===== config.mk =====
export PLATFORM = sky130hd
export DESIGN_NAME = pspin_sched_top
export DESIGN_NICKNAME = d
export VERILOG_FILES = /design/src/source/pspin_sched_pkg.sv /design/src/source/her_queue.sv /design/src/source/cluster_dispatcher.sv /design/src/source/feedback_arbiter.sv /design/src/source/pspin_sched_top.sv
export VERILOG_INCLUDE_DIRS = /design/src /design/src/include
export SDC_FILE = /design/constraint.sdc
export NUM_CORES = 1
export LEC_CHECK = 0
export ABC_AREA = 1
export BUFFER_PORTS_ARGS = -buffer_cell sky130_fd_sc_hd__buf_2
export CAP_MARGIN = 20
export CORE_UTILIZATION = 50
export CTS_CLUSTER_DIAMETER = 50
export DETAILED_ROUTE_END_ITERATION = 10
export PLACE_DENSITY = 0.7
export SYNTH_ARGS = -nofsm -noshare
export SYNTH_HDL_FRONTEND = slang
export SYNTH_SLANG_ARGS = --single-unit

===== constraint.sdc =====
create_clock -name clk_i -period 11.6 [get_ports clk_i]
set_input_delay 0 -clock clk_i [delete_from_list [all_inputs] [get_ports clk_i]]
set_output_delay 0 -clock clk_i [all_outputs]
set_load 0.02 [all_outputs]

===== src/include/pspin_sched_macros.svh =====
//////////////////////////////////////////////////////////////////////
// Scheduler sizes and widths
//////////////////////////////////////////////////////////////////////

`ifndef PSPIN_SCHED_MACROS_SVH
`define PSPIN_SCHED_MACROS_SVH

// Clusters served by the dispatcher
`define NUM_CLUSTERS 4

// Tasks a single cluster may hold at once
`define NUM_HERS_PER_CLUSTER 2

// Depth of the inbound HER queue
`define HER_SLOTS 8

// Message identifier width
`define MSGID_W 10

// Handler and packet address width
`define ADDR_W 32

// Packet size in bytes
`define SIZE_W 16

`endif


===== src/source/pspin_sched_pkg.sv =====
//////////////////////////////////////////////////////////////////////
// Scheduler types
//////////////////////////////////////////////////////////////////////

`include "pspin_sched_macros.svh"

package pspin_sched_pkg;

  // Index of a cluster
  typedef logic [$clog2(`NUM_CLUSTERS)-1:0] cluster_id_t;

  // Outstanding tasks on one cluster, 0 up to the limit
  typedef logic [$clog2(`NUM_HERS_PER_CLUSTER+1)-1:0] credit_t;

  // One handler execution request from the NIC inbound side
  typedef struct packed {
    logic [`MSGID_W-1:0] msgid;
    logic [`ADDR_W-1:0]  handler_addr;
    logic [`ADDR_W-1:0]  pkt_addr;
    logic [`SIZE_W-1:0]  pkt_size;
  } her_descr_t;

  // HER together with the cluster it was placed on
  typedef struct packed {
    her_descr_t  her;
    cluster_id_t cluster_id;
  } handler_task_t;

  // Completion report of a finished task
  typedef struct packed {
    logic [`MSGID_W-1:0] msgid;
    logic [`ADDR_W-1:0]  pkt_addr;
  } feedback_descr_t;

endpackage


===== src/source/her_queue.sv =====
//////////////////////////////////////////////////////////////////////
// HER descriptor queue
//////////////////////////////////////////////////////////////////////

`timescale 1ns/1ps

`include "pspin_sched_macros.svh"

module her_queue
  import pspin_sched_pkg::*;
(
  input  logic       clk_i,
  input  logic       arst_n_i,

  // From NIC inbound
  input  logic       push_valid_i,
  output logic       push_ready_o,
  input  her_descr_t push_her_i,

  // To dispatcher
  output logic       pop_valid_o,
  input  logic       pop_ready_i,
  output her_descr_t pop_her_o
);

  typedef logic [$clog2(`HER_SLOTS)-1:0]   ptr_t;
  typedef logic [$clog2(`HER_SLOTS+1)-1:0] fill_t;

  her_descr_t mem_q [`HER_SLOTS];
  ptr_t       wr_ptr_q;
  ptr_t       rd_ptr_q;
  fill_t      count_q;
  logic       push_hs;
  logic       pop_hs;

  // Full only when every slot is taken
  assign push_ready_o = (count_q != fill_t'(`HER_SLOTS));
  assign pop_valid_o  = (count_q != '0);
  assign pop_her_o    = mem_q[rd_ptr_q];

  assign push_hs = push_valid_i && push_ready_o;
  assign pop_hs  = pop_valid_o && pop_ready_i;

  always_ff @(posedge clk_i or negedge arst_n_i) begin
    if (!arst_n_i) begin
      wr_ptr_q <= '0;
      rd_ptr_q <= '0;
      count_q  <= '0;
    end else begin
      if (push_hs) begin
        wr_ptr_q <= (wr_ptr_q == ptr_t'(`HER_SLOTS - 1)) ? '0 : wr_ptr_q + 1'b1;
      end
      if (pop_hs) begin
        rd_ptr_q <= (rd_ptr_q == ptr_t'(`HER_SLOTS - 1)) ? '0 : rd_ptr_q + 1'b1;
      end
      // Fill count follows the two handshakes
      case ({push_hs, pop_hs})
        2'b10:   count_q <= count_q + 1'b1;
        2'b01:   count_q <= count_q - 1'b1;
        default: count_q <= count_q;
      endcase
    end
  end

  // Storage
  always_ff @(posedge clk_i) begin
    if (push_hs) begin
      mem_q[wr_ptr_q] <= push_her_i;
    end
  end

  // A full queue has met pointers and its write pointer stays put
  a_no_overflow: assert property (
    @(posedge clk_i) disable iff (!arst_n_i)
    (count_q == fill_t'(`HER_SLOTS)) |=>
      $stable(wr_ptr_q) && $past(wr_ptr_q == rd_ptr_q)
  );

endmodule


===== src/source/cluster_dispatcher.sv =====
//////////////////////////////////////////////////////////////////////
// Round-robin task dispatcher
//////////////////////////////////////////////////////////////////////

`timescale 1ns/1ps

`include "pspin_sched_macros.svh"

module cluster_dispatcher
  import pspin_sched_pkg::*;
(
  input  logic                     clk_i,
  input  logic                     arst_n_i,

  // Head of the HER queue
  input  logic                     her_valid_i,
  output logic                     her_ready_o,
  input  her_descr_t               her_i,

  // Task ports toward the clusters
  output logic [`NUM_CLUSTERS-1:0] task_valid_o,
  input  logic [`NUM_CLUSTERS-1:0] task_ready_i,
  output handler_task_t            task_o,

  // One pulse per finished task, from the feedback arbiter
  input  logic [`NUM_CLUSTERS-1:0] release_i
);

  credit_t [`NUM_CLUSTERS-1:0] occ_q;
  logic    [`NUM_CLUSTERS-1:0] occ_free;
  logic    [`NUM_CLUSTERS-1:0] task_hs;
  cluster_id_t                 rr_q;
  cluster_id_t                 pick;
  logic                        pick_found;
  logic                        task_valid_q;
  handler_task_t               task_q;
  logic                        slot_free;
  logic                        her_hs;

  // Only the target cluster sees a valid
  always_comb begin
    for (int c = 0; c < `NUM_CLUSTERS; c++) begin
      task_valid_o[c] = task_valid_q && (task_q.cluster_id == cluster_id_t'(c));
    end
  end

  assign task_o  = task_q;
  assign task_hs = task_valid_o & task_ready_i;

  // A task parked in the register already counts against its cluster
  always_comb begin
    logic [$bits(credit_t):0] occ_ext;
    for (int c = 0; c < `NUM_CLUSTERS; c++) begin
      occ_ext     = {1'b0, occ_q[c]} + {{$bits(credit_t){1'b0}}, task_valid_o[c]};
      occ_free[c] = (occ_ext < `NUM_HERS_PER_CLUSTER);
    end
  end

  // First cluster with room after the last one chosen
  always_comb begin
    cluster_id_t idx;
    pick       = rr_q;
    pick_found = 1'b0;
    for (int i = 1; i <= `NUM_CLUSTERS; i++) begin
      idx = cluster_id_t'((int'(rr_q) + i) % `NUM_CLUSTERS);
      if (!pick_found && occ_free[idx]) begin
        pick       = idx;
        pick_found = 1'b1;
      end
    end
  end

  // Register is refilled when empty or being emptied
  assign slot_free   = !task_valid_q || (|task_hs);
  assign her_ready_o = slot_free && pick_found;
  assign her_hs      = her_valid_i && her_ready_o;

  always_ff @(posedge clk_i or negedge arst_n_i) begin
    if (!arst_n_i) begin
      task_valid_q <= 1'b0;
      rr_q         <= cluster_id_t'(`NUM_CLUSTERS - 1);
    end else if (her_hs) begin
      task_valid_q <= 1'b1;
      rr_q         <= pick;
    end else if (|task_hs) begin
      task_valid_q <= 1'b0;
    end
  end

  always_ff @(posedge clk_i) begin
    if (her_hs) begin
      task_q.her        <= her_i;
      task_q.cluster_id <= pick;
    end
  end

  // Occupancy up on dispatch, down on release
  always_ff @(posedge clk_i or negedge arst_n_i) begin
    if (!arst_n_i) begin
      occ_q <= '0;
    end else begin
      for (int c = 0; c < `NUM_CLUSTERS; c++) begin
        case ({task_hs[c], release_i[c]})
          2'b10:   occ_q[c] <= occ_q[c] + 1'b1;
          2'b01:   occ_q[c] <= occ_q[c] - 1'b1;
          default: occ_q[c] <= occ_q[c];
        endcase
      end
    end
  end

  for (genvar c = 0; c < `NUM_CLUSTERS; c++) begin : gen_checks
    a_occ_max: assert property (
      @(posedge clk_i) disable iff (!arst_n_i)
      occ_q[c] <= `NUM_HERS_PER_CLUSTER
    );
    // Feedback never arrives for a cluster with nothing outstanding
    a_occ_no_wrap: assert property (
      @(posedge clk_i) disable iff (!arst_n_i)
      release_i[c] |-> (occ_q[c] != '0)
    );
    a_task_stable: assert property (
      @(posedge clk_i) disable iff (!arst_n_i)
      task_valid_o[c] && !task_ready_i[c] |=> task_valid_o[c] && $stable(task_o)
    );
  end

endmodule


===== src/source/feedback_arbiter.sv =====
//////////////////////////////////////////////////////////////////////
// Cluster feedback arbiter
//////////////////////////////////////////////////////////////////////

`timescale 1ns/1ps

`include "pspin_sched_macros.svh"

module feedback_arbiter
  import pspin_sched_pkg::*;
(
  input  logic                                   clk_i,
  input  logic                                   arst_n_i,

  // From the clusters
  input  logic            [`NUM_CLUSTERS-1:0]    cl_fb_valid_i,
  output logic            [`NUM_CLUSTERS-1:0]    cl_fb_ready_o,
  input  feedback_descr_t [`NUM_CLUSTERS-1:0]    cl_fb_i,

  // To NIC inbound
  output logic                                   nic_fb_valid_o,
  input  logic                                   nic_fb_ready_i,
  output feedback_descr_t                        nic_fb_o,

  // Frees one slot of the cluster in the dispatcher
  output logic            [`NUM_CLUSTERS-1:0]    release_o
);

  cluster_id_t                rr_q;
  cluster_id_t                gnt;
  logic                       gnt_found;
  logic                       take;
  logic [`NUM_CLUSTERS-1:0]   fb_hs;
  logic                       fb_valid_q;
  feedback_descr_t            fb_q;

  // Output register empty or draining this cycle
  assign take = !fb_valid_q || nic_fb_ready_i;

  // Next requesting cluster after the last grant
  always_comb begin
    cluster_id_t idx;
    gnt       = rr_q;
    gnt_found = 1'b0;
    for (int i = 1; i <= `NUM_CLUSTERS; i++) begin
      idx = cluster_id_t'((int'(rr_q) + i) % `NUM_CLUSTERS);
      if (!gnt_found && cl_fb_valid_i[idx]) begin
        gnt       = idx;
        gnt_found = 1'b1;
      end
    end
  end

  always_comb begin
    cl_fb_ready_o = '0;
    if (take && gnt_found) begin
      cl_fb_ready_o[gnt] = 1'b1;
    end
  end

  assign fb_hs     = cl_fb_valid_i & cl_fb_ready_o;
  assign release_o = fb_hs;

  always_ff @(posedge clk_i or negedge arst_n_i) begin
    if (!arst_n_i) begin
      fb_valid_q <= 1'b0;
      rr_q       <= cluster_id_t'(`NUM_CLUSTERS - 1);
    end else if (|fb_hs) begin
      fb_valid_q <= 1'b1;
      rr_q       <= gnt;
    end else if (nic_fb_ready_i) begin
      fb_valid_q <= 1'b0;
    end
  end

  always_ff @(posedge clk_i) begin
    if (|fb_hs) begin
      fb_q <= cl_fb_i[gnt];
    end
  end

  assign nic_fb_valid_o = fb_valid_q;
  assign nic_fb_o       = fb_q;

  a_ready_onehot: assert property (
    @(posedge clk_i) disable iff (!arst_n_i)
    $onehot0(cl_fb_ready_o)
  );

  // NIC stall freezes the register and blocks every cluster
  a_stall_hold: assert property (
    @(posedge clk_i) disable iff (!arst_n_i)
    nic_fb_valid_o && !nic_fb_ready_i |=>
      nic_fb_valid_o && $stable(nic_fb_o) && ($past(cl_fb_ready_o) == '0)
  );

endmodule


===== src/source/pspin_sched_top.sv =====
//////////////////////////////////////////////////////////////////////
// Inter-cluster scheduler top
//////////////////////////////////////////////////////////////////////

`timescale 1ns/1ps

`include "pspin_sched_macros.svh"

module pspin_sched_top
  import pspin_sched_pkg::*;
(
  input  logic                                   clk_i,
  input  logic                                   arst_n_i,

  // From NIC inbound
  input  logic                                   her_valid_i,
  output logic                                   her_ready_o,
  input  her_descr_t                             her_i,

  // Tasks to the clusters
  output logic            [`NUM_CLUSTERS-1:0]    cluster_task_valid_o,
  input  logic            [`NUM_CLUSTERS-1:0]    cluster_task_ready_i,
  output handler_task_t                          cluster_task_o,

  // Feedback from the clusters
  input  logic            [`NUM_CLUSTERS-1:0]    cluster_fb_valid_i,
  output logic            [`NUM_CLUSTERS-1:0]    cluster_fb_ready_o,
  input  feedback_descr_t [`NUM_CLUSTERS-1:0]    cluster_fb_i,

  // To NIC inbound
  output logic                                   nic_feedback_valid_o,
  input  logic                                   nic_feedback_ready_i,
  output feedback_descr_t                        nic_feedback_o,

  // Cluster activity
  input  logic            [`NUM_CLUSTERS-1:0]    cluster_active_i,
  output logic                                   pspin_active_o
);

  // Queue head -> dispatcher
  logic                     head_valid;
  logic                     head_ready;
  her_descr_t               head_her;

  // Arbiter -> dispatcher slot release
  logic [`NUM_CLUSTERS-1:0] fb_release;

  // High once every cluster is up
  assign pspin_active_o = &cluster_active_i;

  her_queue i_her_queue (
    .clk_i        ( clk_i        ),
    .arst_n_i     ( arst_n_i     ),
    .push_valid_i ( her_valid_i  ),
    .push_ready_o ( her_ready_o  ),
    .push_her_i   ( her_i        ),
    .pop_valid_o  ( head_valid   ),
    .pop_ready_i  ( head_ready   ),
    .pop_her_o    ( head_her     )
  );

  cluster_dispatcher i_cluster_dispatcher (
    .clk_i        ( clk_i                ),
    .arst_n_i     ( arst_n_i             ),
    .her_valid_i  ( head_valid           ),
    .her_ready_o  ( head_ready           ),
    .her_i        ( head_her             ),
    .task_valid_o ( cluster_task_valid_o ),
    .task_ready_i ( cluster_task_ready_i ),
    .task_o       ( cluster_task_o       ),
    .release_i    ( fb_release           )
  );

  feedback_arbiter i_feedback_arbiter (
    .clk_i          ( clk_i                ),
    .arst_n_i       ( arst_n_i             ),
    .cl_fb_valid_i  ( cluster_fb_valid_i   ),
    .cl_fb_ready_o  ( cluster_fb_ready_o   ),
    .cl_fb_i        ( cluster_fb_i         ),
    .nic_fb_valid_o ( nic_feedback_valid_o ),
    .nic_fb_ready_i ( nic_feedback_ready_i ),
    .nic_fb_o       ( nic_feedback_o       ),
    .release_o      ( fb_release           )
  );

endmodule


Word-level counts from Yosys, hierarchy flattened
Memory sizes are Yosys's and may differ from the RTL's. A register that Yosys moved wholly into a read port is not among the register bits.
Cells that the tools add are included.

word-level totals
  bits in latches = 0
  RAM bits = 720
  memory bits (read-only) = 0
  output and inout bits = 145
  logic and storage cells = 158
  memories kept = 1
  bits in registers = 68
  bits of input ports = 274

memory list
  name               words  width  rd ports  clocked after memory_dff  write ports  line             source
  i_her_queue.mem_q  8      90     1         1                         1            her_queue.sv:29  her_descr_t mem_q [`HER_SLOTS];

operators by class
  multiply operators = 0
  add/sub/neg operators = 24
  multiplexer cells = 50
  bitwise gates (word level) = 2
  equality and inequality tests = 16
  shifts and indexed selects = 0
  div/mod/pow operators = 0
  magnitude comparators = 14
  reductions and logical operators = 37

operator list
  kind                 count
  $bmux 42 s2          1
  $mux 42              1
  $lt 2x3->1 const B   9
  $mux 1               23
  $add 2x1->2 const B  8
  $bmux 1 s2           8
  $mux 2               8
  $pmux 2 s2           4
  $logic_and 1x1->1    15
  $eq 2x2->1 const B   7
  $reduce_bool 2->1    7
  $add 2x1->3          4
  $eq 2x1->1 const B   6
  $lt 3x2->1 const B   4
  $add 2x2->2 const B  4
  $and 4x4->4          2
  $logic_not 1->1      8
  $pmux 4 s2           1
  $reduce_or 4->1      2
  $sub 2x1->2 const B  4
  $add 3x1->3 const B  2
  $eq 3x3->1 const B   2
  $mux 3               2
  $add 4x1->4 const B  1
  other kinds (9)      10

Logic depth before layout (Yosys ltp)
Gate-level depths: netlist of the first run.

  word-level depth = 21
  depth in mapped cells = 18

Hierarchy
From an unflattened synthesis of the first run, not the netlist that was laid out.

unflattened totals
  cell total of the unflattened synthesis = 3953
  area, all modules = 38749.7 um^2

by module, submodules not included
  module              area an instance (um^2)  instances  cells each
  her_queue           31406.4                  1          3195
  feedback_arbiter    3736.1                   1          553
  cluster_dispatcher  3595.9                   1          202
  pspin_sched_top     11.3                     1          3

Worst setup path after synthesis of the first run
OpenSTA, ideal clock, no wires.

  path kind = register -> register
  start point = register i_her_queue.count_q[1]
  end point = memory i_her_queue.mem_q[0][0] (netlist name) (enable)
  data arrival time = 4837 ps
  clock period less this slack = 5377 ps
  cell stages (with the launch flop) = 6
  buffers on the path = 0
  path slack = 6223 ps
  cell sequence = dfrtp_1 nor2_1 nand3_1 nand2_1 or2_2 nor2_1

between the ends
  word-level cells in the longest chain between the ends = 4

RTL lines
  what                          line                   source
  from (decl)                   her_queue.sv:32        fill_t count_q;
  from (signal assigned)        her_queue.sv:58        2'b10: count_q <= count_q + 1'b1;
  from (signal assigned)        her_queue.sv:59        2'b01: count_q <= count_q - 1'b1;
  from (signal assigned)        her_queue.sv:60        default: count_q <= count_q;
  $ne 4x4->1                    her_queue.sv:37        assign push_ready_o = (count_q != fill_t'(`HER_SLOTS));
  via her_ready_o               pspin_sched_top.sv:17  output logic her_ready_o,
  $logic_and 1x1->1             her_queue.sv:41        assign push_hs = push_valid_i && push_ready_o;
  $mux 1                        her_queue.sv:67        if (push_hs) begin
  $mux 1 (implied by the code)  her_queue.sv:68        mem_q[wr_ptr_q] <= push_her_i;
  to (decl)                     her_queue.sv:29

The timed path passes the listed nets, and every way through them passes these cells.

Worst setup path in the final report of the first run
  start point = register i_feedback_arbiter.rr_q[0]
  end point = register i_feedback_arbiter.fb_q (netlist bit i_feedback_arbiter.nic_fb_o[1]), data pin

between the ends
  word-level cells in the longest chain between the ends = 15

RTL lines
  what                               line                    source
  from (decl)                        feedback_arbiter.sv:29  cluster_id_t rr_q;
  from (signal assigned)             feedback_arbiter.sv:67  rr_q <= cluster_id_t'(`NUM_CLUSTERS - 1);
  from (signal assigned)             feedback_arbiter.sv:70  rr_q <= gnt;
  $add 2x1->2                        feedback_arbiter.sv:46  idx = cluster_id_t'((int'(rr_q) + i) % `NUM_CLUSTERS);
  $bmux 1 s2                         feedback_arbiter.sv:47  if (!gnt_found && cl_fb_valid_i[idx]) begin
  $mux 1 (implied by the code)       feedback_arbiter.sv:47
  $mux 1                             feedback_arbiter.sv:47
  $logic_not 1->1                    feedback_arbiter.sv:47
  $logic_and 1x1->1                  feedback_arbiter.sv:47
  $mux 1                             feedback_arbiter.sv:47
  $logic_not 1->1                    feedback_arbiter.sv:47
  $logic_and 1x1->1                  feedback_arbiter.sv:47
  $mux 1                             feedback_arbiter.sv:47
  $logic_not 1->1                    feedback_arbiter.sv:47
  $logic_and 1x1->1                  feedback_arbiter.sv:47
  $mux 2 (*)                         feedback_arbiter.sv:47
  $bmux 42 s2 (*)                    feedback_arbiter.sv:78  fb_q <= cl_fb_i[gnt];
  $mux 42 (implied by the code) (*)  feedback_arbiter.sv:78
  to (signal assigned)               feedback_arbiter.sv:78
  to (decl)                          feedback_arbiter.sv:35  feedback_descr_t fb_q;

Every way passes the cells marked *; elsewhere a longest branch is shown, timed or not. The select of a mux whose other input is x is not followed.
A chain may end at the register's enable or synchronous reset.

==> flow_metrics.py, run 1 <==
metrics = {
    "synth": {
        "synth_seq_area_share": 0.754,
        "synthCells": 2815,
        "syn_nets": 3101,
        "synth.cell_area_um2": 34800,
        "yosys_most_used_dff": "edfxtp_1",
        "synth_seq_cells": 878,
        "avgSynthCellArea_um2": 12.4,
        "yosysUniqueCellTypes": 37,
        "synth_edf_count": 854,
        "yosys_warnings": 0,
        "async_reset_ff_frac": 0.0273,
    },
    "clocking": {
        "clkTransAtPathRegs_ns": 0.06,
        "numCtsBuffers": 100,
        "cts_max_path_buffers": 3,
        "cts-root-buf": "clkbuf_16",
        "clock_latency_ns": 0.65,
        "cts_resized": 0,
        "htreeDepth": 3,
        "cts_tree": "built",
        "cts_sinks": 878,
        "hold_buffers": 226,
        "post_cts_buffers": 0,
    },
    "sta": {
        "maxSlewHeadroom": 0.252,
        "finalClockSkew_ns": 0.0317,
        "finalMaxSlewViolations": 0,
        "finalCriticalPeriod_ns": 4.31,
        "finalCritPeriodShare": 0.371,
        "finalHoldViolCount": 0,
        "finalSetupViolations": 0,
        "fin_setup_tns_ns": 0,
        "fmax_ghz": 0.232,
        "tightest_slew_ns": 1.12,
        "rsz0062_at_grt": "false",
        "worst_slack_ns": 7.29,
    },
    "power_and_ir_drop": {
        "power_frac_comb": 0.425,
        "swShare": 0.392,
        "vdd_drop_max_mv": 0.393,
        "finalPower_mw": 13.8,
        "power.static_leakage_nw": 16.1,
        "switchingPower_mw": 5.43,
        "pwr-share-clk": 0.227,
        "powerDensity_nw_per_um2": 319,
        "p_seq_frac": 0.349,
        "p_int_mw": 8.42,
    },
    "status": {
        "outcome": "complete, no violations",
    },
    "setup_path": {
        "cp.required_ns": 12.10,
        "cp_common_cell": "nand2_1",
        "worstSetupPathType": "reg2reg",
        "cp-end-kind": "register",
        "cpMaxStageDelayCell": "dfstp_2",
        "reg2reg_depth": 16,
        "path_buf_inv": 5,
        "arrival_ns": 4.81,
        "r2r_end": "i_feedback_arbiter.nic_fb_o[1]",
        "rr_startpoint": "i_feedback_arbiter.rr_q[0]",
        "worstSetupStartpointType": "register",
        "cpLargestDelayFamily": "buffers and inverters",
        "reg2reg_slack_ns": 7.29,
        "crit_fanout": 54,
        "cpPeakStageDelay_ns": 0.66,
        "path_cells": "xor2_2 -> nand2_1 -> nand2_2 -> nor2_2 -> nand2_2 -> inv_2 -> nand2_1 -> nand2_4 -> inv_4 -> buf_4 -> nand2_1 -> nand2_1 -> dlygate4sd3_1 -> nand2_1 -> nand2_1 -> dlygate4sd3_1",
    },
    "routing": {
        "drc_errors": 0,
        "drt-total-wl_mm": 93.4,
        "vias_per_cell": 5.54,
        "ant_nets": 0,
        "vias": 24627,
        "wire_per_inst_um": 21.0,
        "drt-initial-drc-count": 2276,
        "dr.pass1.iters": 8,
    },
    "worst_hold_path": {
        "hp-start": "nic_feedback_ready_i",
        "min_path_type": "in2reg",
        "hold_end": "i_feedback_arbiter.nic_fb_valid_o",
        "hold_depth": 3,
    },
    "floorplan": {
        "io_pins": 419,
        "fp-row-count": 96,
        "die_area_um2": 70700,
        "die_width_um": 266,
        "initial_core_util": 0.507,
        "core_region_area_um2": 68700,
        "dieHeight_um": 266,
    },
    "finish": {
        "syn2layout_area_growth_pct": 24.6,
        "final_cell_mix": "854 x edfxtp_1, 638 x nor2_1, 441 x nand2_1",
        "layout_commonest_cell": "edfxtp_1",
        "finalNetCount": 3713,
        "drive_gt1_frac": 0.179,
        "fin_area_um2": 43400,
    },
    "placement": {
        "placed_area_um2": 37700,
        "pre_cts_ws_ns": 7.45,
        "hpwlAfterDp_mm": 50.1,
        "place.gp.congestion": 0.930,
        "portBuffers": 418,
    },
    "flow_run": {
        "max_cap_violations": 0,
    },
    "grt": {
        "grt_usage": 0.260,
        "globalRoute.totalOverflow": 0,
        "grt_max_degree": 151,
        "grt_pass1_vias": 24405,
        "grt_antenna_before_repair": 11,
        "grt_pass1_wl_mm": 140,
    },
}
metrics by stage:
| step | cells | hold slack (ns) | utilization |
|---|---|---|---|
| 2_1_floorplan | 2815 | -0.296 | - |
| 3_3_place_gp | 4027 | 0.0359 | 0.549 |
| 3_5_place_dp | 4027 | 0.0422 | 0.549 |
| 4_1_cts | 4438 | 0.0247 | 0.630 |
| 5_1_grt | 4446 | 0.0976 | 0.631 |
| 6_report | 4448 | 0.0816 | 0.631 |
power groups by stage:
stage | clock network (mW) | registers [mW] | logic, mW
global route | 3.30 | 4.88 | 6.41
floorplan | 0 | 5.09 | 3.17
detailed placement | 0 | 4.87 | 4.90
global placement | 0 | 4.87 | 4.77
finish | 3.14 | 4.83 | 5.88
CTS | 3.18 | 4.82 | 5.75
synth_stat cells, types with 6 or more instances:
library cell  count  area share
clkbuf_1        116       0.013
edfxtp_1        854        0.74
o21ai_0         380       0.055
xor2_1            8      0.0020
a31oi_1          90       0.016
buf_2            32      0.0046
nand3_1          27      0.0039
nand2_1         441       0.048
nor2_1          646       0.070
xnor2_1           6      0.0015
inv_1            29      0.0031
o22ai_1          90       0.016
ha_1             11      0.0040
buf_1            15      0.0016
nor3_1           10      0.0014
dfrtp_1          20       0.014
per-layer routing:
metal / track usage / share of wire
met1: 0.317 / 0.38
met2: 0.437 / 0.49
met3: 0.0501 / 0.080
met4: 0.144 / 0.051
met5: 0 / 0.00054
logic make-up (layout without fill, tap and decap cells):
logic type / count (synthesis) / in the layout / synth area share
and+or+nand+nor: 1136 / 1136 / 0.125
DFF: 878 / 878 / 0.754
AOI/OAI and AO/OA: 571 / 571 / 0.0888
buffers and inverters: 203 / 898 / 0.0242
xor gates and xnor gates: 15 / 15 / 0.00399
adders and majority gates: 12 / 12 / 0.00453
other: 0 / 7 / 0
worst register-to-register path, cell delays in order (launching register included):
cell and delay (ns):
dfstp_2 0.66, xor2_2 0.29, nand2_1 0.14, nand2_2 0.12, nor2_2 0.06, nand2_2 0.11
inv_2 0.08, nand2_1 0.10, nand2_4 0.22, inv_4 0.35, buf_4 0.52, nand2_1 0.11
nand2_1 0.07, dlygate4sd3_1 0.56, nand2_1 0.05, nand2_1 0.13, dlygate4sd3_1 0.62
state kept, by name, summed over array words and instances, names as in the netlist, 2 cells and up:
signal and cells:
i_her_queue.mem_q 720, i_cluster_dispatcher.task_o 92, i_feedback_arbiter.nic_fb_o 42, i_cluster_dispatcher.occ_q 8, i_her_queue.count_q 4, i_her_queue.rd_ptr_q 3, i_her_queue.wr_ptr_q 3, i_cluster_dispatcher.rr_q 2
i_feedback_arbiter.rr_q 2
final cells by class:
| cell class | count | area (um2) |
|---|---|---|
| diodes | 7 | 17.5 |
| clock buffers | 121 | 2650 |
| clock inverters | 64 | 676 |
| fillers | 5013 | 25300 |
| inverters | 34 | 150 |
| multi-input cells | 1734 | 7820 |
| flip-flops and latches | 878 | 26300 |
| well taps | 931 | 1160 |
| repair buffers | 679 | 4660 |
how the worst max path moves through the flow:
stage	startpoint	endpoint	slack (ns)	cells past startpoint
3_5_place_dp	i_her_queue.rd_ptr_q[0]	i_cluster_dispatcher.task_o[32]	7.45	7
2_1_floorplan	i_her_queue.count_q[1]	i_her_queue.mem_q[0][0]	6.22	5
4_1_cts	i_feedback_arbiter.rr_q[0]	i_feedback_arbiter.nic_fb_o[35]	7.41	16
3_3_place_gp	i_her_queue.rd_ptr_q[0]	i_cluster_dispatcher.task_o[55]	7.66	7
6_report	i_feedback_arbiter.rr_q[0]	i_feedback_arbiter.nic_fb_o[1]	7.29	16
5_1_grt	i_feedback_arbiter.rr_q[0]	i_feedback_arbiter.nic_fb_o[33]	7.09	16
(Power assumes the default switching activity.)
==> run 2: changes to the inputs <==
==> constraint.sdc (replaced) <==
create_clock -name clk_i -period 4 [get_ports clk_i]
set_input_delay 0 -clock clk_i [delete_from_list [all_inputs] [get_ports clk_i]]
set_output_delay 0 -clock clk_i [all_outputs]
set_load 0.02 [all_outputs]
==> run 2 against run 1 <==
  * Die area unchanged
  * Combinational power increased to 2.9 times the previous value
  * Clock-buffer cell count decreased by 8
  * Sequential share of layout area about the same
  * Power increased to 2.9 times the previous value
  * Critical endpoint is now i_feedback_arbiter.nic_fb_o[23]
  * Final cell count about the same
  * Largest power group unchanged
  * Largest cell class unchanged
  * Critical path depth unchanged
==> flow_metrics.py, run 2 (synthesis results as in run 1) <==
metrics = {
    "grt": {
        "grt_usage": 0.259,
        "globalRoute.totalOverflow": 0,
        "grt_pass1_wl_mm": 139,
        "grt_pass1_vias": 24150,
        "grt_max_degree": 159,
        "grt_antenna_before_repair": 15,
    },
    "sta": {
        "finalSetupViolations": 0,
        "finalCritPeriodShare": 0.961,
        "rsz0062_at_grt": "false",
        "holdWs_ns": 0.138,
        "finalMaxSlewViolations": 0,
        "fmax_ghz": 0.260,
        "finalCriticalPeriod_ns": 3.84,
        "maxSlewHeadroom": 0.353,
        "finalClockSkew_ns": 0.0347,
        "tightest_slew_ns": 0.970,
        "finalHoldViolCount": 0,
        "worst_slack_ns": 0.157,
    },
    "finish": {
        "finish.utilization": 0.632,
        "finalNetCount": 3714,
        "seqCellArea_um2": 26300,
        "drive_gt1_frac": 0.181,
        "layout_commonest_cell": "edfxtp_1",
        "final_cell_mix": "854 x edfxtp_1, 638 x nor2_1, 441 x nand2_1",
        "fin_area_um2": 43400,
        "largest_register": "i_her_queue.mem_q",
        "n_fill_cell": 5018,
        "multiInputGateArea_um2": 7830,
        "largest_reg_flops": 720,
        "syn2layout_area_growth_pct": 24.6,
    },
    "flow_run": {
        "max_cap_violations": 0,
    },
    "placement": {
        "portBuffers": 418,
        "placed_area_um2": 37900,
        "place.gp.congestion": 0.895,
        "pre_cts_ws_ns": 0.992,
        "hpwlAfterDp_mm": 49.3,
    },
    "floorplan": {
        "core_region_area_um2": 68700,
        "die_area_um2": 70700,
        "die_width_um": 266,
        "initial_core_util": 0.507,
        "dieHeight_um": 266,
        "fp-row-count": 96,
        "io_pins": 419,
    },
    "setup_path": {
        "arrival_ns": 4.34,
        "worstSetupPathType": "reg2reg",
        "cp-end-kind": "register",
        "worstSetupStartpointType": "register",
        "reg2reg_slack_ns": 0.16,
        "crit_fanout": 53,
        "cp.required_ns": 4.50,
    },
    "routing": {
        "drc_errors": 0,
        "ant_nets": 0,
        "drt-initial-drc-count": 2060,
        "vias": 24476,
        "wire_per_inst_um": 20.9,
        "dr.pass1.iters": 7,
        "vias_per_cell": 5.51,
        "drt-total-wl_mm": 93.0,
    },
    "worst_hold_path": {
        "min_path_type": "in2reg",
    },
    "clocking": {
        "cts-root-buf": "clkbuf_16",
        "numCtsBuffers": 97,
        "cts_sinks": 878,
        "cts_max_path_buffers": 3,
        "post_cts_buffers": 0,
        "cts_tree": "built",
        "clock_latency_ns": 0.65,
        "htreeDepth": 3,
        "clkTransAtPathRegs_ns": 0.06,
    },
    "power_and_ir_drop": {
        "powerDensity_nw_per_um2": 914,
        "vdd_drop_max_mv": 1.09,
        "finalPower_mw": 39.7,
        "power.static_leakage_nw": 16.1,
    },
    "status": {
        "outcome": "complete, no violations",
    },
}
==> run 2: cell types whose count changed in the layout (fill, tap and decap cells not counted), moves of 4 or more <==
cell / previous run / this run
buf_4: 32 / 23
bufinv_16: 11 / 7
inv_6: 11 / 6
clkbuf_16: 103 / 98
clkinvlp_4: 4 / 9
clkbuf_1: 18 / 13
clkinv_2: 10 / 18
buf_12: 1 / 15
==> run 2: metrics by stage <==
stage | TNS, ns | instances
floorplan | -495.41 | 2815
CTS | 0 | 4438
global placement | 0 | 4033
finish | 0 | 4446
global route | 0 | 4446
detailed placement | 0 | 4033
==> run 2: what timing repair did <==
action | CTS | global route
gates resized for setup | 0 | 9
endpoints found under the setup margin | 0 | 42
endpoints found under the hold margin | 801 | 0
hold buffers | 226 | 0
==> run 2: per-layer routing <==
layer,global-route usage,routed length [um]
met5,0,99
met4,0.143,4790
met3,0.0539,7100
met2,0.440,45800
met1,0.310,35200
==> run 2: power breakdown <==
| group | total [mW] | internal, mW | switching (mW) | leakage, nW |
|---|---|---|---|---|
| combinational | 17.1 | 6.15 | 11.0 | 6.46 |
| clock | 8.64 | 5.02 | 3.62 | 1.52 |
| sequential | 13.9 | 13.0 | 0.877 | 8.12 |
| total | 39.7 | 24.2 | 15.5 | 16.1 |
==> run 2: worst max-delay path: stages, from the launching register on <==
cell           delay (ns)
dfstp_2              0.66
xor2_2               0.30
nand2_1              0.14
nand2_2              0.13
nor2_2               0.07
nand2_2              0.12
inv_2                0.08
nand2_1              0.10
nand2_4              0.10
inv_6                0.23
buf_12               0.26
nand2_1              0.13
nand2_1              0.09
dlygate4sd3_1        0.55
nand2_1              0.05
nand2_1              0.09
dlygate4sd3_1        0.58
==> run 2: cell type report <==
type | count | share of cell area
diodes | 7 | 0.000404
clock buffers | 113 | 0.0583
multi-input cells | 1734 | 0.180
clock inverters | 66 | 0.0139
flip-flops and latches | 878 | 0.605
inverters | 34 | 0.00355
well taps | 931 | 0.0268
repair buffers | 683 | 0.112
==> run 2: worst paths after layout <==
path                                       startpoint                                end  depth (start not counted)
setup / recovery           i_feedback_arbiter.rr_q[0]    i_feedback_arbiter.nic_fb_o[23]                         16
hold reg to reg                i_her_queue.count_q[0]             i_her_queue.count_q[0]                          1
setup reg to reg           i_feedback_arbiter.rr_q[0]    i_feedback_arbiter.nic_fb_o[23]                         16
min in group asynchronous                    arst_n_i       i_cluster_dispatcher.rr_q[0]                          3
hold / removal                   nic_feedback_ready_i  i_feedback_arbiter.nic_fb_valid_o                          3
max in group asynchronous                    arst_n_i            i_her_queue.rd_ptr_q[0]                          5
==> run 3: changes to the inputs <==
==> constraint.sdc (replaced) <==
create_clock -name clk_i -period 3.9 [get_ports clk_i]
set_input_delay 0 -clock clk_i [delete_from_list [all_inputs] [get_ports clk_i]]
set_output_delay 0 -clock clk_i [all_outputs]
set_load 0.02 [all_outputs]
==> run 3 against run 2 <==
  * Clock skew rose by 0.0098 ns
  * Setup slack improved by 0.022 ns
  * Die area did not move
  * Wire length rose by 2.0%
  * Core utilization rose by 0.60 points
  * Power rose by 2.7%
  * Worst hold slack got worse by 0.0031 ns
  * Sequential power barely moved
==> flow_metrics.py, run 3 (synthesis results as in run 1) <==
metrics = {
    "setup_path": {
        "cpPeakStageDelay_ns": 0.66,
        "arrival_ns": 4.10,
        "crit_fanout": 50,
        "worstSetupPathType": "reg2reg",
        "cpMaxStageDelayCell": "dfstp_2",
        "cp_common_cell": "nand2_1",
        "cp.required_ns": 4.28,
        "path_cells": "o21ai_0 -> nand2_1 -> nand2_2 -> nor2_2 -> nand2_2 -> inv_2 -> nand2_1 -> nand2_4 -> inv_6 -> buf_12 -> nand2_1 -> nand2_1 -> dlygate4sd3_1 -> nand2_1 -> nand2_1 -> dlygate4sd3_1",
        "worstSetupStartpointType": "register",
        "cp-end-kind": "register",
        "reg2reg_depth": 16,
    },
    "sta": {
        "finalClockSkew_ns": 0.0444,
        "fmax_ghz": 0.269,
        "maxSlewHeadroom": 0.128,
        "rsz0062_at_grt": "false",
        "finalSetupViolations": 0,
        "finalCritPeriodShare": 0.954,
        "finalCriticalPeriod_ns": 3.72,
        "tightest_slew_ns": 1.31,
        "worst_slack_ns": 0.179,
        "finalHoldViolCount": 0,
        "holdWs_ns": 0.134,
        "finalMaxSlewViolations": 0,
    },
    "clocking": {
        "cts_max_path_buffers": 3,
        "numCtsBuffers": 97,
        "cts_sinks": 878,
        "clock_latency_ns": 0.65,
        "cts_tree": "built",
        "cts-root-buf": "clkbuf_16",
        "htreeDepth": 3,
        "clkTransAtPathRegs_ns": 0.06,
    },
    "floorplan": {
        "die_width_um": 266,
        "core_region_area_um2": 68700,
        "fp-row-count": 96,
        "initial_core_util": 0.507,
        "io_pins": 419,
        "die_area_um2": 70700,
        "dieHeight_um": 266,
    },
    "routing": {
        "drc_errors": 0,
        "met1Wirelength_mm": 36.2,
        "vias_per_cell": 5.53,
        "highest_layer": "met5",
        "ant_nets": 0,
        "drt-total-wl_mm": 94.8,
        "wire_per_inst_um": 21.2,
        "vias": 24745,
        "met2_length_mm": 45.9,
        "dr_wl_met3_mm": 7.89,
        "dr.pass1.iters": 6,
        "drt-initial-drc-count": 2271,
    },
    "finish": {
        "largest_register": "i_her_queue.mem_q",
        "drive_gt1_frac": 0.181,
        "finish.utilization": 0.638,
        "final_cell_mix": "854 x edfxtp_1, 638 x nor2_1, 440 x nand2_1",
        "fin_area_um2": 43800,
        "syn2layout_area_growth_pct": 25.8,
        "finalNetCount": 3747,
        "largest_reg_flops": 720,
        "layout_commonest_cell": "edfxtp_1",
    },
    "grt": {
        "grt_antenna_before_repair": 15,
        "globalRoute.totalOverflow": 0,
        "grt_usage": 0.263,
        "grt_max_degree": 229,
        "grt_pass1_vias": 24343,
        "grt_pass1_wl_mm": 140,
    },
    "placement": {
        "placed_area_um2": 38000,
        "portBuffers": 418,
        "hpwlAfterDp_mm": 49.7,
        "pre_cts_ws_ns": 0.970,
        "place.gp.congestion": 0.893,
    },
    "worst_hold_path": {
        "min_path_type": "in2reg",
        "hold_depth": 3,
    },
    "flow_run": {
        "max_cap_violations": 0,
    },
    "power_and_ir_drop": {
        "vdd_drop_max_mv": 1.05,
        "finalPower_mw": 40.7,
        "power.static_leakage_nw": 16.2,
        "powerDensity_nw_per_um2": 930,
    },
    "status": {
        "outcome": "complete, no violations",
    },
}
## run 3: cell count changes in the layout (fill, tap and decap cells not counted), moves of 3 or more
cell and delta:
inv_8 -3, clkinv_8 +3, bufinv_16 +3, clkinvlp_4 +3, clkinv_1 -4, buf_12 +4
inv_6 +4, dlygate4sd3_1 +29, clkinv_2 -9
## run 3: area by class of cell
| type | count | area (um2) |
|---|---|---|
| sequential | 878 | 26300 |
| clock buffer | 112 | 2530 |
| multi-input combinational | 1734 | 7850 |
| antenna | 9 | 22.5 |
| tap | 931 | 1160 |
| timing repair buffer | 716 | 5200 |
| clock inverter | 59 | 637 |
| fill | 4876 | 24900 |
| inverter | 34 | 154 |
## run 3: path summary, 6_finish.rpt
| kind | from | to | slack (ns) |
|---|---|---|---|
| setup / recovery | i_feedback_arbiter.rr_q[0] | i_feedback_arbiter.nic_fb_o[6] | 0.18 |
| hold / removal | nic_feedback_ready_i | i_feedback_arbiter.nic_fb_valid_o | 0.13 |
| setup reg to reg | i_feedback_arbiter.rr_q[0] | i_feedback_arbiter.nic_fb_o[6] | 0.18 |
| hold reg to reg | i_cluster_dispatcher.rr_q[1] | i_cluster_dispatcher.rr_q[1] | 0.52 |
| max in group asynchronous | arst_n_i | i_her_queue.rd_ptr_q[1] | 3.18 |
| min in group asynchronous | arst_n_i | i_feedback_arbiter.rr_q[0] | 0.50 |
## run 3: where the power goes
group | switching, mW | internal [mW] | total (mW) | leakage, nW
sequential | 0.811 | 13.4 | 14.2 | 8.12
combinational | 11.6 | 6.04 | 17.6 | 6.61
clock | 3.65 | 5.32 | 8.97 | 1.51
total | 16.0 | 24.7 | 40.7 | 16.2
## run 3: critical path: cells and delay by family, from the launching register on
family,cells,cell delay [ns]
compound gates,1,0.21
buf+inv,5,1.58
flops,1,0.66
simple gates,10,0.97
## run 3: stage by stage
stage          setup TNS (ns)  cells
2_1_floorplan         -531.57   2815
3_3_place_gp                0   4037
3_5_place_dp                0   4037
4_1_cts                     0   4464
5_1_grt                     0   4471
6_report                    0   4473
## run 3: layer usage
layer | vias up | track usage
met5 | - | 0
met4 | 14 | 0.144
met3 | 230 | 0.0641
met2 | 1141 | 0.443
met1 | 12018 | 0.311
li1 | 11342 | -
## run 3: what timing repair did
item                                   in CTS  in global routing
hold buffers                              256                  0
endpoints found under the hold margin     802                  0
resized for setup                           0                  8
setup endpoints to repair                   0                 12
setup buffers                               0                  0
